$ cat src/hdl/cdp_pkg.sv
/*
 * Shared types for the cross-channel normalization datapath.
 * LANES channel values per beat, each a signed 8-bit value.
 * Window sums are 18 bits wide, enough for nine squares of -128.
 * cfg_t must be held stable while beats are in flight.
 */
`default_nettype none

package cdp_pkg;

  localparam int LANES = 8;  // channel values per beat

  // one pixel beat, lane i in bits [8*i +: 8]
  typedef logic [LANES-1:0][7:0]  lane_vec_t;
  typedef logic [LANES-1:0][17:0] sum_vec_t;   // unsigned window sums
  typedef logic [LANES-1:0][15:0] fac_vec_t;   // unsigned table factors

  ////////////////////////////////////////////////////////////
  // configuration
  ////////////////////////////////////////////////////////////
  typedef struct packed {
    logic signed [15:0] datin_offset;      // subtracted before scale
    logic signed [15:0] datin_scale;
    logic        [4:0]  datin_shifter;     // arithmetic right shift
    logic        [1:0]  normalz_len;       // 0..3 -> window 3,5,7,9
    logic        [4:0]  lut_index_select;  // right shift of the sum
    logic               mul_bypass;
    logic        [5:0]  datout_shifter;
  } cfg_t;

  // clip a wide signed value into the int8 range
  function automatic logic [7:0] sat_s8(input logic signed [39:0] v);
    if (v > 40'sd127) begin
      return 8'h7f;
    end else if (v < -40'sd128) begin
      return 8'h80;
    end else begin
      return v[7:0];
    end
  endfunction

endpackage

`default_nettype wire

$ cat src/hdl/cdp_sqsum.sv
/*
 * Windowed sum of squares over neighbouring lanes, one output register.
 * Radius is normalz_len + 1, lanes outside the beat count as zero.
 * No wrap between beats, each beat is summed on its own.
 */
`timescale 1ns/1ps
`default_nettype none

module cdp_sqsum (
  input  wire logic               nvdla_core_clk,
  input  wire logic               nvdla_core_rstn,
  input  wire logic [1:0]         normalz_len,
  input  wire logic               cvt2sum_valid,
  output logic                    cvt2sum_ready,
  input  wire cdp_pkg::lane_vec_t cvt_data,
  output logic                    sum2lut_valid,
  input  wire logic               sum2lut_ready,
  output cdp_pkg::sum_vec_t       sum2lut_data
);

  logic [cdp_pkg::LANES-1:0][14:0] sq;   // squares fit 15 bits unsigned
  cdp_pkg::sum_vec_t               sum_next;

  // squares
  for (genvar i = 0; i < cdp_pkg::LANES; i++) begin : g_sq
    logic signed [15:0] sq_full;
    assign sq_full = $signed(cvt_data[i]) * $signed(cvt_data[i]);
    assign sq[i]   = sq_full[14:0];  // never negative
  end

  ////////////////////////////////////////////////////////////
  // window around lane c
  ////////////////////////////////////////////////////////////
  for (genvar c = 0; c < cdp_pkg::LANES; c++) begin : g_win
    always_comb begin
      int r;
      r = int'(normalz_len) + 1;
      sum_next[c] = '0;
      for (int j = 0; j < cdp_pkg::LANES; j++) begin
        if ((j >= c - r) && (j <= c + r)) begin
          sum_next[c] = sum_next[c] + 18'(sq[j]);
        end
      end
    end
  end

  assign cvt2sum_ready = ~sum2lut_valid | sum2lut_ready;

  always_ff @(posedge nvdla_core_clk or negedge nvdla_core_rstn) begin
    if (!nvdla_core_rstn) begin
      sum2lut_valid <= 1'b0;
    end else if (cvt2sum_ready) begin
      sum2lut_valid <= cvt2sum_valid;
    end
  end

  always_ff @(posedge nvdla_core_clk) begin
    if (cvt2sum_valid && cvt2sum_ready) sum2lut_data <= sum_next;
  end

endmodule

`default_nettype wire

$ cat config.mk
export PLATFORM = sky130hd
export DESIGN_NAME = cdp_sqsum
export DESIGN_NICKNAME = d
export VERILOG_FILES = /design/src/hdl/cdp_pkg.sv /design/src/hdl/cdp_sqsum.sv
export SDC_FILE = /design/constraint.sdc
export NUM_CORES = 2
export LEC_CHECK = 0
export BUFFER_PORTS_ARGS = -buffer_cell sky130_fd_sc_hd__buf_2
export CORE_ASPECT_RATIO = 1.5
export CORE_MARGIN = 2
export CORE_UTILIZATION = 45
export CTS_CLUSTER_SIZE = 12
export DETAILED_ROUTE_END_ITERATION = 7
export GPL_TIMING_DRIVEN = 0
export HOLD_SLACK_MARGIN = 0.06
export MAX_ROUTING_LAYER = met4
export SYNTH_ARGS = -nofsm -noshare
export SYNTH_HDL_FRONTEND = slang
export SYNTH_SLANG_ARGS = --single-unit
$ cat constraint.sdc
create_clock -name nvdla_core_clk -period 8.5 [get_ports nvdla_core_clk]
set_clock_uncertainty 0.05 [all_clocks]
set_input_delay 1.275 -clock nvdla_core_clk [delete_from_list [all_inputs] [get_ports nvdla_core_clk]]
set_output_delay 1.275 -clock nvdla_core_clk [all_outputs]
set_load 0.005 [all_outputs]
==> results.md <==
* Status: finished with violations
* Failing checks: capacitance limit, slew limit, setup timing
* Yosys Warn Count at 0
* Most area-consuming cells after synthesis: ha_1 20%, fa_1 11%, xnor2_1 8.0%
* Total GRT Usage at between 30% and 40%
* Total Die Area at between 100000 and 150000 sq um
* Area leader, netlist: ha_1
* Avg Cell Area, Syn at a little under 8 sq um
* Critical path required time at 8.65 ns
* Synthesized net count at 9601
* Reg clk slew, reported paths at around 0.070 ns
* Multiplexer share of the synthesized area at 3.94%
* Crit Reg-Reg Startpoint: sum2lut_valid
* Final setup fails at 120
* DR WL/cell at between 20 and 30 um
* HP Start: sum2lut_valid
* Final HPWL DP at roughly 210000 um
* Post-Synth XOR/XNOR Area at a little under an eighth
* Sequential area share after synthesis at 6.86%
* Vias in the first global route at ~64000
* Synth Area in Compound Gates at approximately 22%
* Number of flops mapped to enable cells by yosys at between 100 and 150
* First-pass GRT wire length at around 400000 um
* FF-to-FF setup slack at ~6.5 ns
* # rows at ~170
* Max stage delay cell, worst path: fa_1
* Inserted Clock Buffers at 17
* Insertion delay of the later-clocked pin in the worst-skew pair at 0.48 ns
* Initial antenna violation count at 7
* Initial DRC count at around 5400
* Layout cells sized above 1 at a little under a third
* Largest family of logic cells by synthesized area: adder cells
* Initial core utilization at a little under half
* CTS H-Tree Depth at 4
* Final min period at about 13 ns
* Critical path launch point type: input pin
* Worst hold stages at 2
* Post-synthesis adder-cell area fraction at 31.1%
* Cells after synthesis at ~8200
* Setup TNS at -262.19 ns
* Root Driver: clkbuf_16
* Most frequent cells after synthesis: 1006 x ha_1, 719 x inv_1, 694 x a21oi_1
* Crit Path Category: input pin to flop
* DRC violations left at 0
* Vias per cell at between 6 and 7
* Worst EP arrival at 12.92 ns
* HP Class: flop to flop
* Max frequency at 0.0783 GHz
* # nets final at 10600
* Fill cells at 12000
* Most common flop cell mapped by yosys: edfxtp_1
* Pin count of the biggest net entering global routing at 69
* Yosys top cell area share at roughly 20%
* Post-synthesis simple-gate area fraction at 18.5%
* Max Cap Viol at 2
* Reg-to-Reg End: sum2lut_data[10]
* Most used cell along the critical path: ha_4
* Io pins at 216
* Final Max Slew Viols at 22
* Longest Clk Path Bufs at 2
* Core area at around 140000 sq um
* TritonCTS clock tree: built
* Reg2Reg Depth at 4
* RePlAce Congestion at between 1 and 1.5
* Congestion Overflow GR at 0
* Largest stage delay on the critical path at just under 0.5 ns
* PnR worst setup slack at -4.28 ns
* Hold-fix buffers, CTS at 0
* Synth cell types at ~110
* Final hold vios at 0
* Port buffer count at between 150 and 200
* Vias at ~67000
* Synthesized area at 63400 sq um
* RSZ-0062 raised after global routing: true
* Slew of the pin with the lowest slew margin at roughly 1.6 ns
* Sink Count at approximately 150
* Antenna viol nets, final at 0
* Max_slew headroom at -9.71%
* Routed wire length at around 280000 um
* Die width at roughly 310 um
* CP endpoint kind: flop
* Drt first pass iters at 8
* Yosys reg bits at around 150
* Synthesis-to-layout area growth at 36.2%
* Die height at about 460 um
* Count leader, synth: ha_1
* Final Core Density at 61.8%
* Final Cycle Share at 150%
* WHS Endpoint: sum2lut_valid
* Crit path max fanout at 8
* Asr flop ratio synth at less than 1%
worst max-delay path by stage:
| stage | startpoint | endpoint | cells past startpoint |
|---|---|---|---|
| detailed placement | normalz_len[0] | sum2lut_data[89] | 56 |
| finish | cvt_data[0] | sum2lut_data[35] | 63 |
| global route | cvt_data[0] | sum2lut_data[35] | 59 |
| global placement | normalz_len[0] | sum2lut_data[89] | 56 |
| CTS | cvt_data[7] | sum2lut_data[142] | 58 |
| floorplan | cvt_data[15] | sum2lut_data[17] | 53 |
per-stage QoR:
| stage | setup WS, ns | instance area, sq um | cells | hold WS [ns] |
|---|---|---|---|---|
| 4_1_cts | -3.99 | 80200 | 10800 | 0.485 |
| 6_report | -4.28 | 86400 | 11000 | 0.479 |
| 5_1_grt | -4.63 | 86400 | 11000 | 0.493 |
| 3_3_place_gp | -9.81 | 70000 | 10200 | 0.447 |
| 2_1_floorplan | -3.78 | 66600 | 8175 | 0.487 |
| 3_5_place_dp | -9.25 | 71500 | 10300 | 0.469 |
final cells by class:
cell class              count  area [sq um]  share of cell area (%)
diodes                     12          30.0                  0.0348
clock buffers              17           425                   0.492
repair buffers            939          7520                    8.71
flip-flops and latches    145          4350                    5.03
clock inverters            15           173                   0.200
well taps                1870          2340                    2.71
plain buffers             220          1930                    2.23
multi-input cells        7083         66800                    77.3
inverters                 721          2810                    3.25
metal layers:
layer	GRT usage, %	part of all wire, %	vias to the layer above
met4	31.6	11	0
met3	4.69	6.9	1095
met1	41.7	37	32000
li1	-	-	30900
met2	59.3	45	2816
met5	-	0	-
critical path: cells and delay by family:
| kind | cells | cell delay [ns] |
|---|---|---|
| buf+inv | 10 | 1.22 |
| simple gates | 13 | 1.71 |
| fa+ha+maj | 11 | 3.60 |
| xor+xnor | 8 | 1.11 |
| mux | 2 | 0.37 |
| compound gates | 19 | 3.57 |
cell families after synthesis:
kind of cell | count (synthesis)
simple gates | 2448
compound gates | 2215
fa+ha+maj | 1370
buf+inv | 947
xor+xnor | 822
mux | 226
flops | 145
other cells | 2
registers in the layout (all words and copies together), names as in the netlist:
| signal | flops |
|---|---|
| sum2lut_data | 144 |
| sum2lut_valid | 1 |
timing repair:
| item | 4_1_cts | 5_1_grt |
|---|---|---|
| endpoints found under the setup margin | 144 | 126 |
| setup buffers | 413 | 272 |
| pin swaps | 392 | 425 |
| resized for setup | 965 | 841 |
layout by cell type, fill, tap and decap left out, types with 124 or more instances in the layout:
cell type,synthesis,layout
inv_1,719,648
nor2_1,691,610
ha_4,0,284
nand3_1,168,135
nor3_1,184,137
o21ai_0,459,229
edfxtp_1,144,144
fa_1,350,343
a21o_1,176,175
o21a_1,126,124
xnor2_2,2,143
nand2_1,637,595
buf_2,13,191
xnor2_1,580,418
xor2_1,233,212
a21oi_2,2,195
and2_1,225,191
mux2_2,189,124
o21bai_1,159,152
ha_1,1006,670
buf_4,0,619
a21oi_1,694,455
Power is not shown: default switching activity piles up to over one toggle a cycle in this logic, so the estimate is an artifact.
