File: config.mk
export PLATFORM = sky130hd
export DESIGN_NAME = cdp_mul_out
export DESIGN_NICKNAME = d
export VERILOG_FILES = /design/src/hdl/cdp_pkg.sv /design/src/hdl/cdp_mul_out.sv
export SDC_FILE = /design/constraint.sdc
export NUM_CORES = 2
export LEC_CHECK = 0
export ABC_CLOCK_PERIOD_IN_PS = 7200
export BUFFER_PORTS_ARGS = -buffer_cell sky130_fd_sc_hd__buf_4
export CAP_MARGIN = 20
export CORE_ASPECT_RATIO = 1.4
export CORE_UTILIZATION = 60
export DETAILED_ROUTE_END_ITERATION = 10
export GPL_TIMING_DRIVEN = 1
export HOLD_SLACK_MARGIN = 0.05
export PLACE_DENSITY_LB_ADDON = 0.2
export SLEW_MARGIN = 15
export SYNTH_ARGS = -nofsm -noshare
export SYNTH_HDL_FRONTEND = slang
export SYNTH_SLANG_ARGS = --single-unit
File: constraint.sdc
create_clock -name nvdla_core_clk -period 7.2 [get_ports nvdla_core_clk]
set_input_delay 0 -clock nvdla_core_clk [delete_from_list [all_inputs] [get_ports nvdla_core_clk]]
set_output_delay 0 -clock nvdla_core_clk [all_outputs]
set_load 0.03 [all_outputs]
File: src/hdl/cdp_pkg.sv
/*
 * Shared types for the cross-channel normalization datapath.
 * LANES channel values per beat, each a signed 8-bit value.
 * Window sums are 18 bits wide, enough for nine squares of -128.
 * cfg_t must be held stable while beats are in flight.
 */
`default_nettype none

package cdp_pkg;

  localparam int LANES = 8;  // channel values per beat

  // one pixel beat, lane i in bits [8*i +: 8]
  typedef logic [LANES-1:0][7:0]  lane_vec_t;
  typedef logic [LANES-1:0][17:0] sum_vec_t;   // unsigned window sums
  typedef logic [LANES-1:0][15:0] fac_vec_t;   // unsigned table factors

  ////////////////////////////////////////////////////////////
  // configuration
  ////////////////////////////////////////////////////////////
  typedef struct packed {
    logic signed [15:0] datin_offset;      // subtracted before scale
    logic signed [15:0] datin_scale;
    logic        [4:0]  datin_shifter;     // arithmetic right shift
    logic        [1:0]  normalz_len;       // 0..3 -> window 3,5,7,9
    logic        [4:0]  lut_index_select;  // right shift of the sum
    logic               mul_bypass;
    logic        [5:0]  datout_shifter;
  } cfg_t;

  // clip a wide signed value into the int8 range
  function automatic logic [7:0] sat_s8(input logic signed [39:0] v);
    if (v > 40'sd127) begin
      return 8'h7f;
    end else if (v < -40'sd128) begin
      return 8'h80;
    end else begin
      return v[7:0];
    end
  endfunction

endpackage

`default_nettype wire

File: src/hdl/cdp_mul_out.sv
/*
 * Join of converted beat and factors, multiply, shift and saturate.
 * Takes one item from each input in the same cycle, and only when
 * both are valid and the output register is free.
 * With mul_bypass set the converted value passes unchanged.
 */
`timescale 1ns/1ps
`default_nettype none

module cdp_mul_out (
  input  wire logic               nvdla_core_clk,
  input  wire logic               nvdla_core_rstn,
  input  wire logic               mul_bypass,
  input  wire logic [5:0]         datout_shifter,
  input  wire logic               sync2mul_valid,
  output logic                    sync2mul_ready,
  input  wire cdp_pkg::lane_vec_t sync2mul_data,
  input  wire logic               lut2mul_valid,
  output logic                    lut2mul_ready,
  input  wire cdp_pkg::fac_vec_t  lut2mul_data,
  output logic                    out_valid,
  input  wire logic               out_ready,
  output cdp_pkg::lane_vec_t      out_data
);

  logic               take;      // join fires
  logic               reg_free;
  cdp_pkg::lane_vec_t res;

  ////////////////////////////////////////////////////////////
  // per lane multiply
  ////////////////////////////////////////////////////////////
  for (genvar i = 0; i < cdp_pkg::LANES; i++) begin : g_lane
    logic signed [16:0] fac_s;   // factor is unsigned
    logic signed [24:0] prod;
    logic signed [39:0] shf;

    assign fac_s  = {1'b0, lut2mul_data[i]};
    assign prod   = $signed(sync2mul_data[i]) * fac_s;
    assign shf    = prod >>> datout_shifter;  // large shifts give 0 or -1
    assign res[i] = mul_bypass ? sync2mul_data[i] : cdp_pkg::sat_s8(shf);
  end

  assign reg_free       = ~out_valid | out_ready;
  assign take           = sync2mul_valid & lut2mul_valid & reg_free;
  assign sync2mul_ready = take;  // both sides popped together
  assign lut2mul_ready  = take;

  always_ff @(posedge nvdla_core_clk or negedge nvdla_core_rstn) begin
    if (!nvdla_core_rstn) begin
      out_valid <= 1'b0;
    end else if (take) begin
      out_valid <= 1'b1;
    end else if (out_ready) begin
      out_valid <= 1'b0;   // taken, nothing new
    end
  end

  always_ff @(posedge nvdla_core_clk) begin
    if (take) begin
      out_data <= res;
    end
  end

endmodule

`default_nettype wire

==> impl_results.md <==
- Final instance count without filler cells: just under 8000
- Synth Net Count: 7910
- Wire length of the first global-routing pass: 277 mm
- Combined area of all synthesized cells: 0.0514 mm^2
- Worst R2R Path Depth: 3
- # rows: ~130
- Number of antenna violations at the first check in global routing: 2
- DR WL met3: 12.8 mm
- Power density normalized to cell area: 418 mW/mm^2
- Final core utilization: 64.8%
- Cts bufs inserted: 9
- Critical Path End: out_data[4]$_DFFE_PP_
- Commonest non-fill, non-tap cell in the layout: sky130_fd_sc_hd__inv_1
- Min-Delay Startpoint: sync2mul_data[0]
- Ports: 271
- Slew at the pin with the worst max-slew slack: 1120 ps
- Cells traversed along the worst timing path: dlygate4sd3_1 -> buf_4 -> nand2_1 -> fa_1 -> inv_1 -> fa_1 -> inv_1 -> fa_1 -> inv_1 -> fa_1 -> ha_1 -> a21o_1 -> a21oi_1 -> a21oi_1 -> a211oi_2 -> o21ai_0 -> xnor2_2 -> o221ai_1 -> a22o_1 -> or4_1 -> nor4_1 -> a41o_2 -> o21a_1 -> o22a_1
- Power after layout: ~23 mW
- Largest stage delay on the critical path: roughly 530 ps
- Startpoint type of the worst setup path: primary input
- Top_reg_cell synth: sky130_fd_sc_hd__edfxtp_1
- CTS sink count: 65
- Grt total ovfl: 0
- Mean area per synthesized cell: 7.84 um^2
- Post-synthesis to final-layout area growth: 6.59%
- Uppermost layer routed: met5
- Detailed-routing wirelength on met1: around 64 mm
- Cell with the biggest individual delay on the critical path: sky130_fd_sc_hd__fa_1
- IR drop worst, VDD: ~0.21 mV
- Met2 routed WL: between 80 and 90 mm
- Static power due to leakage: 25.9 nW
- 1st-pass router iterations: 8
- Minimum clock period: 6820 ps
- Cell at the root of the clock tree: sky130_fd_sc_hd__clkbuf_16
- Setup repair after global routing missed its margin: no
- H-tree levels: 3
- Total negative slack for setup checks: 0 ps
- Diode count: 0
- Post-synthesis register bit count: 65
- Die X: 249 um
- Commonest non-fill, non-tap cells in the layout: sky130_fd_sc_hd__inv_1, sky130_fd_sc_hd__nand2_1, sky130_fd_sc_hd__fa_1
- Number of max-cap violations: 0
- Max frequency: about 0.15 GHz
- Launch point of the worst reg-to-reg path: out_valid$_DFFE_PN0P_
- Worst clock skew on the final layout: 22.8 ps
- Data required time at the worst endpoint: around 7500 ps
- Vias in the first global route: between 50000 and 60000
- Hold Path Depth: 2
- Layout cell share with drive strength beyond 1: 9.48%
- Final worst-path cycle share: 94.7%
- DRC errors left: 0
- Total instance count after detailed placement: 7670
- Effective utilization at floorplan: around three fifths
- Antenna viol nets, final: 0
- Clock insertion delay at the later pin of the skew report: 410 ps
- Number of endpoints failing setup at the final stage: 0
- Critical path's top delay family: compound AO/OA/AOI/OAI gates
- Endpoint kind of the worst setup timing path: flip-flop
- Via Count: 50290
- Vert. Die Dim: 348 um
- Gate Count Post-Synth: roughly 6600
- Critical path type: in2reg
- Max-slew violation total from the final report: 0
- Netlist cell types: 132
- Final weighted congestion of routability-driven global placement: around 1.0
- Maximum clock path buffer count: 2
- Synth async-reset ratio: 1.54%
- Launch point of the worst path: sync2mul_data[6]
- Register-to-register path setup slack: 5440 ps
- Global routing usage summed across all routing layers: 39.7%
- Worst reg2reg endpoint: out_data[58]$_DFFE_PP_
- WP data arrival: approximately 7000 ps
- Average vias per placed instance: 6.54
- DRT iter0 DRCs: 4382
- Final Hold Violating Endpoints: 0
- Reg clk slew, reported paths: ~70 ps
- Synth Warn #: 0
- Final HPWL from detailed placement: 134 mm
- Most numerous cell on the critical path: sky130_fd_sc_hd__fa_1
- Proportion of synthesized chip area in sequential cells: 3.79%
- Post-detailed-routing wire length: 173 mm
- Post-CTS Setup Bufs: 0
- Area enclosed by the die boundary: 0.0868 mm^2
- Avg WL per Cell: between 20 and 25 um
- Buffers and inverters on the worst path: 5
- Class of the worst hold path: in2reg
- Outcome: finished, final reports clean
- Core Area: roughly 0.085 mm^2
- Number of enable-type register cells in the synthesized netlist: 64
- Normalized max-slew margin: 24.6%
- Count of input and output buffers: between 200 and 300
- Top fanout value on the critical path: 17
- TritonCTS clock tree: built
- Number of nets in the final layout: approximately 8000
- Critical path depth: 24
- Largest net degree at the start of global routing: 83
-- per-stage QoR --
step	setup WS [ps]	hold WS, ps	area (um^2)
5_1_grt	10.4	69.4	54800
6_report	383	63.1	54800
3_5_place_dp	7.69	-221	54300
2_1_floorplan	780	-296	51400
4_1_cts	378	58.1	54700
3_3_place_gp	45.2	-222	54300
-- worst min path at each step --
stage                                 end  slack, ps
global placement    out_valid$_DFFE_PN0P_       -220
finish              out_data[0]$_DFFE_PP_         60
detailed placement  out_valid$_DFFE_PN0P_       -220
floorplan           out_valid$_DFFE_PN0P_       -300
CTS                 out_data[0]$_DFFE_PP_         60
global route        out_data[0]$_DFFE_PP_         70
-- layout make-up --
type                            instances  area [um^2]
Clock buffer                            9          225
Clock inverter                          7         95.1
Fill cell                            7538        29700
Inverter                              829         3120
Multi-Input combinational cell       5278        44800
Sequential cell                        65         1950
Tap cell                             1088         1360
Timing Repair Buffer                  418         3180
-- timing repair --
action | in CTS | in global routing
hold buffers | 7 | 0
hold endpoints to repair | 5 | 0
setup endpoints to repair | 0 | 23
gates resized for setup | 0 | 6
-- per-layer routing --
metal	vias up	GRT usage [%]
li1	22586	-
met1	24710	46.8
met2	2361	70.1
met3	631	5.42
met4	2	21.2
met5	-	0
-- worst register-to-register path, cell delays in order, from the launching register on --
cell	delay [ps]
sky130_fd_sc_hd__dfrtp_1	420
sky130_fd_sc_hd__a21oi_4	130
sky130_fd_sc_hd__buf_4	510
sky130_fd_sc_hd__buf_12	310
-- report_power, final --
group | leakage, nW | switching [mW] | total [mW] | internal, mW
registers | 0.601 | 0.0237 | 0.503 | 0.479
clock network | 0.145 | 0.235 | 0.537 | 0.303
logic | 25.2 | 13.5 | 21.9 | 8.38
total | 25.9 | 13.8 | 22.9 | 9.16
-- cell usage after synthesis, types with 43 or more instances --
cell                       instances  area, um^2
sky130_fd_sc_hd__a211oi_1        120         901
sky130_fd_sc_hd__a21o_1           82         616
sky130_fd_sc_hd__a21oi_1         373        1870
sky130_fd_sc_hd__a221oi_1         43         377
sky130_fd_sc_hd__a31oi_1          43         269
sky130_fd_sc_hd__and2_1          562        3520
sky130_fd_sc_hd__and3_1           46         288
sky130_fd_sc_hd__buf_1            57         214
sky130_fd_sc_hd__buf_2            62         310
sky130_fd_sc_hd__clkbuf_1        253         950
sky130_fd_sc_hd__edfxtp_1         64        1920
sky130_fd_sc_hd__fa_1            680       13600
sky130_fd_sc_hd__ha_1            472        5910
sky130_fd_sc_hd__inv_1           827        3100
sky130_fd_sc_hd__mux2_2           46         518
sky130_fd_sc_hd__mux2i_1          92         921
sky130_fd_sc_hd__nand2_1         751        2820
sky130_fd_sc_hd__nand2b_1         45         282
sky130_fd_sc_hd__nand3_1          82         410
sky130_fd_sc_hd__nand4_1          63         394
sky130_fd_sc_hd__nor2_1          499        1870
sky130_fd_sc_hd__nor3_1           74         370
sky130_fd_sc_hd__o211ai_1         63         473
sky130_fd_sc_hd__o21a_1           48         360
sky130_fd_sc_hd__o21ai_0         258        1290
sky130_fd_sc_hd__o22ai_1          55         344
sky130_fd_sc_hd__xnor2_1          69         604
-- flip-flops by register name (all words and copies together), names as in the netlist --
signal,cells
out_data,64
out_valid,1
-- kinds of logic after synthesis --
family	after synthesis	synth area share, %
mux	169	4.13
fa+ha+maj	1152	38.0
flops	65	3.79
xor+xnor	115	2.02
simple gates	2292	21.8
compound gates	1550	21.2
buf+inv	1211	9.08
No activity file was read; power rests on OpenSTA's default activity.
