**src/hdl/cdp_pkg.sv**
```systemverilog
/*
 * Shared types for the cross-channel normalization datapath.
 * LANES channel values per beat, each a signed 8-bit value.
 * Window sums are 18 bits wide, enough for nine squares of -128.
 * cfg_t must be held stable while beats are in flight.
 */
`default_nettype none

package cdp_pkg;

  localparam int LANES = 8;  // channel values per beat

  // one pixel beat, lane i in bits [8*i +: 8]
  typedef logic [LANES-1:0][7:0]  lane_vec_t;
  typedef logic [LANES-1:0][17:0] sum_vec_t;   // unsigned window sums
  typedef logic [LANES-1:0][15:0] fac_vec_t;   // unsigned table factors

  ////////////////////////////////////////////////////////////
  // configuration
  ////////////////////////////////////////////////////////////
  typedef struct packed {
    logic signed [15:0] datin_offset;      // subtracted before scale
    logic signed [15:0] datin_scale;
    logic        [4:0]  datin_shifter;     // arithmetic right shift
    logic        [1:0]  normalz_len;       // 0..3 -> window 3,5,7,9
    logic        [4:0]  lut_index_select;  // right shift of the sum
    logic               mul_bypass;
    logic        [5:0]  datout_shifter;
  } cfg_t;

  // clip a wide signed value into the int8 range
  function automatic logic [7:0] sat_s8(input logic signed [39:0] v);
    if (v > 40'sd127) begin
      return 8'h7f;
    end else if (v < -40'sd128) begin
      return 8'h80;
    end else begin
      return v[7:0];
    end
  endfunction

endpackage

`default_nettype wire

```
**src/hdl/cdp_sync_fifo.sv**
```systemverilog
/*
 * Holds converted beats until the matching factors arrive.
 * Circular buffer, output valid one cycle after the push.
 * SYNC_DEPTH of 4 or more, the sum path holds fewer beats than that,
 * so the FIFO never fills in normal use.
 */
`timescale 1ns/1ps
`default_nettype none

module cdp_sync_fifo #(
  parameter int SYNC_DEPTH = 4
) (
  input  wire logic               nvdla_core_clk,
  input  wire logic               nvdla_core_rstn,
  input  wire logic               cvt2sync_valid,
  output logic                    cvt2sync_ready,
  input  wire cdp_pkg::lane_vec_t cvt_data,
  output logic                    sync2mul_valid,
  input  wire logic               sync2mul_ready,
  output cdp_pkg::lane_vec_t      sync2mul_data
);

  localparam int ptr_w = $clog2(SYNC_DEPTH);
  localparam int cnt_w = $clog2(SYNC_DEPTH + 1);

  cdp_pkg::lane_vec_t mem [SYNC_DEPTH];
  logic [ptr_w-1:0]   wr_ptr;
  logic [ptr_w-1:0]   rd_ptr;
  logic [cnt_w-1:0]   count;   // occupancy
  logic               full;
  logic               empty;
  logic               push;
  logic               pop;

  // wrap also for depths that are not a power of two
  function automatic logic [ptr_w-1:0] ptr_inc(input logic [ptr_w-1:0] p);
    return (p == ptr_w'(SYNC_DEPTH - 1)) ? '0 : p + 1'b1;
  endfunction

  assign full           = count == cnt_w'(SYNC_DEPTH);
  assign empty          = count == '0;
  assign cvt2sync_ready = ~full;
  assign sync2mul_valid = ~empty;
  assign sync2mul_data  = mem[rd_ptr];
  assign push           = cvt2sync_valid & cvt2sync_ready;
  assign pop            = sync2mul_valid & sync2mul_ready;

  ////////////////////////////////////////////////////////////
  // pointers and count
  ////////////////////////////////////////////////////////////
  always_ff @(posedge nvdla_core_clk or negedge nvdla_core_rstn) begin
    if (!nvdla_core_rstn) begin
      wr_ptr <= '0;
      rd_ptr <= '0;
      count  <= '0;
    end else begin
      if (push) wr_ptr <= ptr_inc(wr_ptr);
      if (pop) rd_ptr <= ptr_inc(rd_ptr);
      if (push && !pop) begin
        count <= count + 1'b1;
      end else if (pop && !push) begin
        count <= count - 1'b1;
      end
    end
  end

  always_ff @(posedge nvdla_core_clk) begin
    if (push) mem[wr_ptr] <= cvt_data;
  end

  // beats ahead on the sum path bound the occupancy
  a_no_push_full: assert property (@(posedge nvdla_core_clk) disable iff (!nvdla_core_rstn)
    cvt2sync_valid |-> !full);
  // the join only pops when a factor and a beat are both waiting
  a_no_pop_empty: assert property (@(posedge nvdla_core_clk) disable iff (!nvdla_core_rstn)
    sync2mul_ready |-> !empty);

endmodule

`default_nettype wire

```
**config.mk**
```make
export PLATFORM = sky130hd
export DESIGN_NAME = cdp_sync_fifo
export DESIGN_NICKNAME = d
export VERILOG_FILES = /design/src/hdl/cdp_pkg.sv /design/src/hdl/cdp_sync_fifo.sv
export SDC_FILE = /design/constraint.sdc
export NUM_CORES = 1
export LEC_CHECK = 0
export BUFFER_PORTS_ARGS = -buffer_cell sky130_fd_sc_hd__buf_2
export CAP_MARGIN = 20
export CORE_ASPECT_RATIO = 0.9
export CORE_UTILIZATION = 61
export DETAILED_ROUTE_END_ITERATION = 10
export GPL_TIMING_DRIVEN = 0
export PLACE_DENSITY = 0.84
export SYNTH_ARGS = -nofsm -noshare
export SYNTH_HDL_FRONTEND = slang
export SYNTH_SLANG_ARGS = --single-unit
```
**constraint.sdc**
```tcl
create_clock -name nvdla_core_clk -period 3.16 [get_ports nvdla_core_clk]
set_input_delay 0.632 -clock nvdla_core_clk [delete_from_list [all_inputs] [get_ports nvdla_core_clk]]
set_output_delay 0.632 -clock nvdla_core_clk [all_outputs]
set_load 0.01 [all_outputs]
```
==> run_summary.xml <==
<?xml version="1.0" encoding="UTF-8"?>
<metrics>
  <group name="pwr">
    <metric name="power.static_leakage" unit="uW">0.00395</metric>
    <metric name="combinationalPowerShare" unit="%">30.3</metric>
    <metric name="power_density_cells" unit="mW/mm^2">943</metric>
    <metric name="cellInternalPower" unit="uW">7670</metric>
    <metric name="switching_share" unit="%">28.8</metric>
    <metric name="clock_power_share" unit="%">25.1</metric>
    <metric name="power.net_switching" unit="uW">3100</metric>
    <metric name="seq_power_share" unit="%">44.6</metric>
    <metric name="ir_worst_vdd" unit="V">0.000564</metric>
  </group>
  <group name="outcome">
    <metric name="run_status" unit="">finished clean</metric>
  </group>
  <group name="timing">
    <metric name="peak_freq" unit="MHz">341</metric>
    <metric name="max_slew_violation_count" unit="">0</metric>
    <metric name="grt_setup_unrepaired" unit="">false</metric>
    <metric name="timing.clock.skew" unit="ns">0.0178</metric>
    <metric name="final-hold-violation-count" unit="">0</metric>
    <metric name="period_needed" unit="ns">2.93</metric>
    <metric name="finalSetupViolations" unit="">0</metric>
    <metric name="fin_worst_hold_slack" unit="ns">0.325</metric>
    <metric name="max_slew.worst_pin.slew" unit="ns">0.662</metric>
    <metric name="worst_slew_margin_rel" unit="%">55.9</metric>
    <metric name="setup-tns-final" unit="ns">0</metric>
    <metric name="fin_crit_sh" unit="%">92.9</metric>
  </group>
  <group name="routing">
    <metric name="via_count" unit="">4417</metric>
    <metric name="remaining_drc_errors" unit="">0</metric>
    <metric name="routed_wirelength" unit="um">17300</metric>
    <metric name="dr.first_iter.drc_count" unit="">284</metric>
    <metric name="detail_route.wl_per_cell" unit="um">22.9</metric>
    <metric name="drt_pass1_iterations" unit="">4</metric>
    <metric name="via_per_inst" unit="">5.85</metric>
    <metric name="drt.antenna.violating_nets" unit="">0</metric>
  </group>
  <group name="clock_network">
    <metric name="clkTransAtPathRegs" unit="ns">0.06</metric>
    <metric name="post-cts-setup-buffer-count" unit="">0</metric>
    <metric name="tritoncts" unit="">built</metric>
    <metric name="ctsRootBufferMaster" unit="">clkbuf_16</metric>
    <metric name="ctsLongestPathBuffers" unit="">3</metric>
    <metric name="ctsHtreeMaxLevel" unit="">1</metric>
    <metric name="worst_skew_pair_later_pin_latency" unit="ns">0.51</metric>
    <metric name="post_cts.resized_instances" unit="">0</metric>
    <metric name="clock_sinks" unit="">263</metric>
    <metric name="cts_made_buffers" unit="">26</metric>
  </group>
  <group name="floorplan">
    <metric name="die-height" unit="um">121</metric>
    <metric name="die_area" unit="sq mm">0.0163</metric>
    <metric name="start_util" unit="%">62.5</metric>
    <metric name="placementRows" unit="">43</metric>
    <metric name="die_boundary_width" unit="um">135</metric>
    <metric name="core" unit="sq mm">0.0154</metric>
    <metric name="design.portCount" unit="">134</metric>
  </group>
  <group name="place">
    <metric name="gp_congestion" unit="">0.689</metric>
    <metric name="place_hpwl" unit="um">10500</metric>
    <metric name="place_area" unit="sq mm">0.0107</metric>
    <metric name="port_buffers" unit="">133</metric>
  </group>
  <group name="critical_path">
    <metric name="path_class" unit="">reg2out</metric>
    <metric name="crit-reg2reg-launch" unit="">count[1]$_DFFE_PN0P_</metric>
    <metric name="worstSetupStartpointType" unit="">flip-flop</metric>
    <metric name="path_max_fanout" unit="">10</metric>
    <metric name="worstReg2RegEnd" unit="">count[2]$_DFFE_PN0P_</metric>
    <metric name="critPathRequiredTime" unit="ns">2.53</metric>
    <metric name="worst_setup_path_endpoint" unit="">sync2mul_data[37]</metric>
    <metric name="setup.worst_path.start" unit="">rd_ptr[1]$_DFFE_PN0P_</metric>
    <metric name="cp.arrival" unit="ns">2.30</metric>
    <metric name="r2r_cell_count" unit="">8</metric>
    <metric name="r2r_slack" unit="ns">0.92</metric>
    <metric name="critPathCaptureType" unit="">output port</metric>
  </group>
  <group name="layout">
    <metric name="drive_gt1_share" unit="%">46.3</metric>
    <metric name="finish.net_count" unit="">611</metric>
    <metric name="final_design_area_no_fill" unit="sq mm">0.0114</metric>
    <metric name="layout_common_cells" unit="">edfxtp_1, buf_2, mux4_2</metric>
    <metric name="area.growth.synth_to_final" unit="%">18.4</metric>
    <metric name="leading_cell_type_in_the_layout_fill_and_taps_excluded" unit="">edfxtp_1</metric>
    <metric name="n_antenna_cell" unit="">0</metric>
  </group>
  <group name="yosys">
    <metric name="syn_avg_cell_area" unit="sq um">26.1</metric>
    <metric name="synth_adder_area_share" unit="%">0.985</metric>
    <metric name="ys_warn_count" unit="">0</metric>
    <metric name="ys_ff_latch" unit="">263</metric>
    <metric name="synthXorXnorAreaFrac" unit="%">0.272</metric>
    <metric name="post_synth_num_cell_types" unit="">20</metric>
    <metric name="yosys-mux-area-fraction" unit="%">15.6</metric>
    <metric name="synth.cell_area" unit="sq mm">0.00965</metric>
    <metric name="main_combinational_cell_family_by_area_after_synthesis" unit="">multiplexers</metric>
    <metric name="post_synth_inst_count" unit="">370</metric>
    <metric name="share_of_the_synthesized_area_in_compound_gates_ao_oa_aoi_oai" unit="%">0</metric>
    <metric name="syn_nets" unit="">445</metric>
    <metric name="yosys.area_share.simple" unit="%">0.752</metric>
    <metric name="seq_area_frac_synth" unit="%">81.5</metric>
  </group>
  <group name="global_route">
    <metric name="grt_pass1_wl" unit="um">25800</metric>
    <metric name="vias_in_the_first_global_route" unit="">4746</metric>
    <metric name="grt_use_total" unit="%">22.0</metric>
    <metric name="overflow_left_after_global_routing" unit="">0</metric>
    <metric name="grt_start_max_net_pins" unit="">37</metric>
    <metric name="antenna_violations_before_repair" unit="">0</metric>
  </group>
  <group name="hold_path">
    <metric name="worst_hold_path_type" unit="">in2reg</metric>
    <metric name="worst_hold_path_cells" unit="">1</metric>
  </group>
  <group name="job">
    <metric name="cap_viol_max_count" unit="">0</metric>
  </group>
</metrics>
## what timing repair did
item | CTS | global route
endpoints found under the setup margin | 0 | 0
hold endpoints to repair | 7 | 0
hold buffers | 1 | 0
## Yosys cell counts
cell	number	area share [%]
dfrtp_1	7	1.8
nand2_1	1	0.039
mux2_4	2	0.31
mux4_2	64	15
ha_1	6	0.78
mux2_2	3	0.35
or3_2	1	0.078
edfxtp_1	256	80
nor2_1	3	0.12
xnor2_1	1	0.091
fa_1	1	0.21
buf_4	5	0.39
and3_2	4	0.31
buf_2	6	0.31
clkbuf_1	2	0.078
buf_1	1	0.039
or3b_4	1	0.12
and2_4	1	0.091
xor2_1	2	0.18
inv_1	3	0.12
## metal layers
layer / track usage [%] / vias to the layer above / routed length [um]
li1: - / 1916 / -
met1: 28.1 / 2315 / 6650
met2: 38.7 / 153 / 9260
met3: 3.84 / 33 / 961
met4: 7.02 / 0 / 441
met5: 0 / - / 0
## worst min path at each step
stage / from / end / slack, ns
floorplan: nvdla_core_rstn / count[0]$_DFFE_PN0P_ / 0.34
global placement: count[2]$_DFFE_PN0P_ / count[2]$_DFFE_PN0P_ / 0.46
detailed placement: nvdla_core_rstn / rd_ptr[1]$_DFFE_PN0P_ / 0.48
CTS: cvt_data[39] / mem[1][39]$_DFFE_PP_ / 0.31
global route: cvt_data[39] / mem[1][39]$_DFFE_PP_ / 0.32
finish: cvt_data[39] / mem[1][39]$_DFFE_PP_ / 0.32
## power by group through the flow
stage | Clock, uW | Sequential [uW] | Combinational, uW
floorplan | 0 | 4800 | 2100
global placement | 0 | 4840 | 3110
detailed placement | 0 | 4870 | 3290
CTS | 2740 | 4820 | 3330
global route | 2880 | 4860 | 3500
finish | 2710 | 4810 | 3260
## stage by stage
step           instances  total power (uW)  worst slack [ns]  utilization (%)
6_report             755             10800             0.225             74.0
5_1_grt              755             11200             0.161             74.0
4_1_cts              755             10900             0.214             74.0
3_5_place_dp         709              8160             0.751             69.1
3_3_place_gp         705              7950             0.579             68.5
2_1_floorplan        370              6910              1.06                -
## critical path: stages, from the launching register on
cell and delay (ns):
dfrtp_1 0.38, buf_2 0.27, clkbuf_1 0.55, mux4_2 0.43, buf_2 0.16
## cell type report
| class | count | area [sq um] |
|---|---|---|
| Sequential cell | 263 | 7860 |
| Tap cell | 202 | 253 |
| Clock buffer | 32 | 694 |
| Inverter | 3 | 11.3 |
| Clock inverter | 13 | 55.1 |
| Multi-Input combinational cell | 90 | 1710 |
| Fill cell | 860 | 4020 |
| Timing Repair Buffer | 138 | 756 |
| Buffer | 14 | 78.8 |
## sequential cells by signal, summed over array words and instances (netlist names)
signal and count:
count 3, mem 256, rd_ptr 2, wr_ptr 2
## cell families after synthesis
kind of cell | Yosys count
fa+ha+maj | 7
buf+inv | 17
mux | 69
simple gates | 11
xor+xnor | 3
flops | 263
Power figures use the tool's default switching activity.
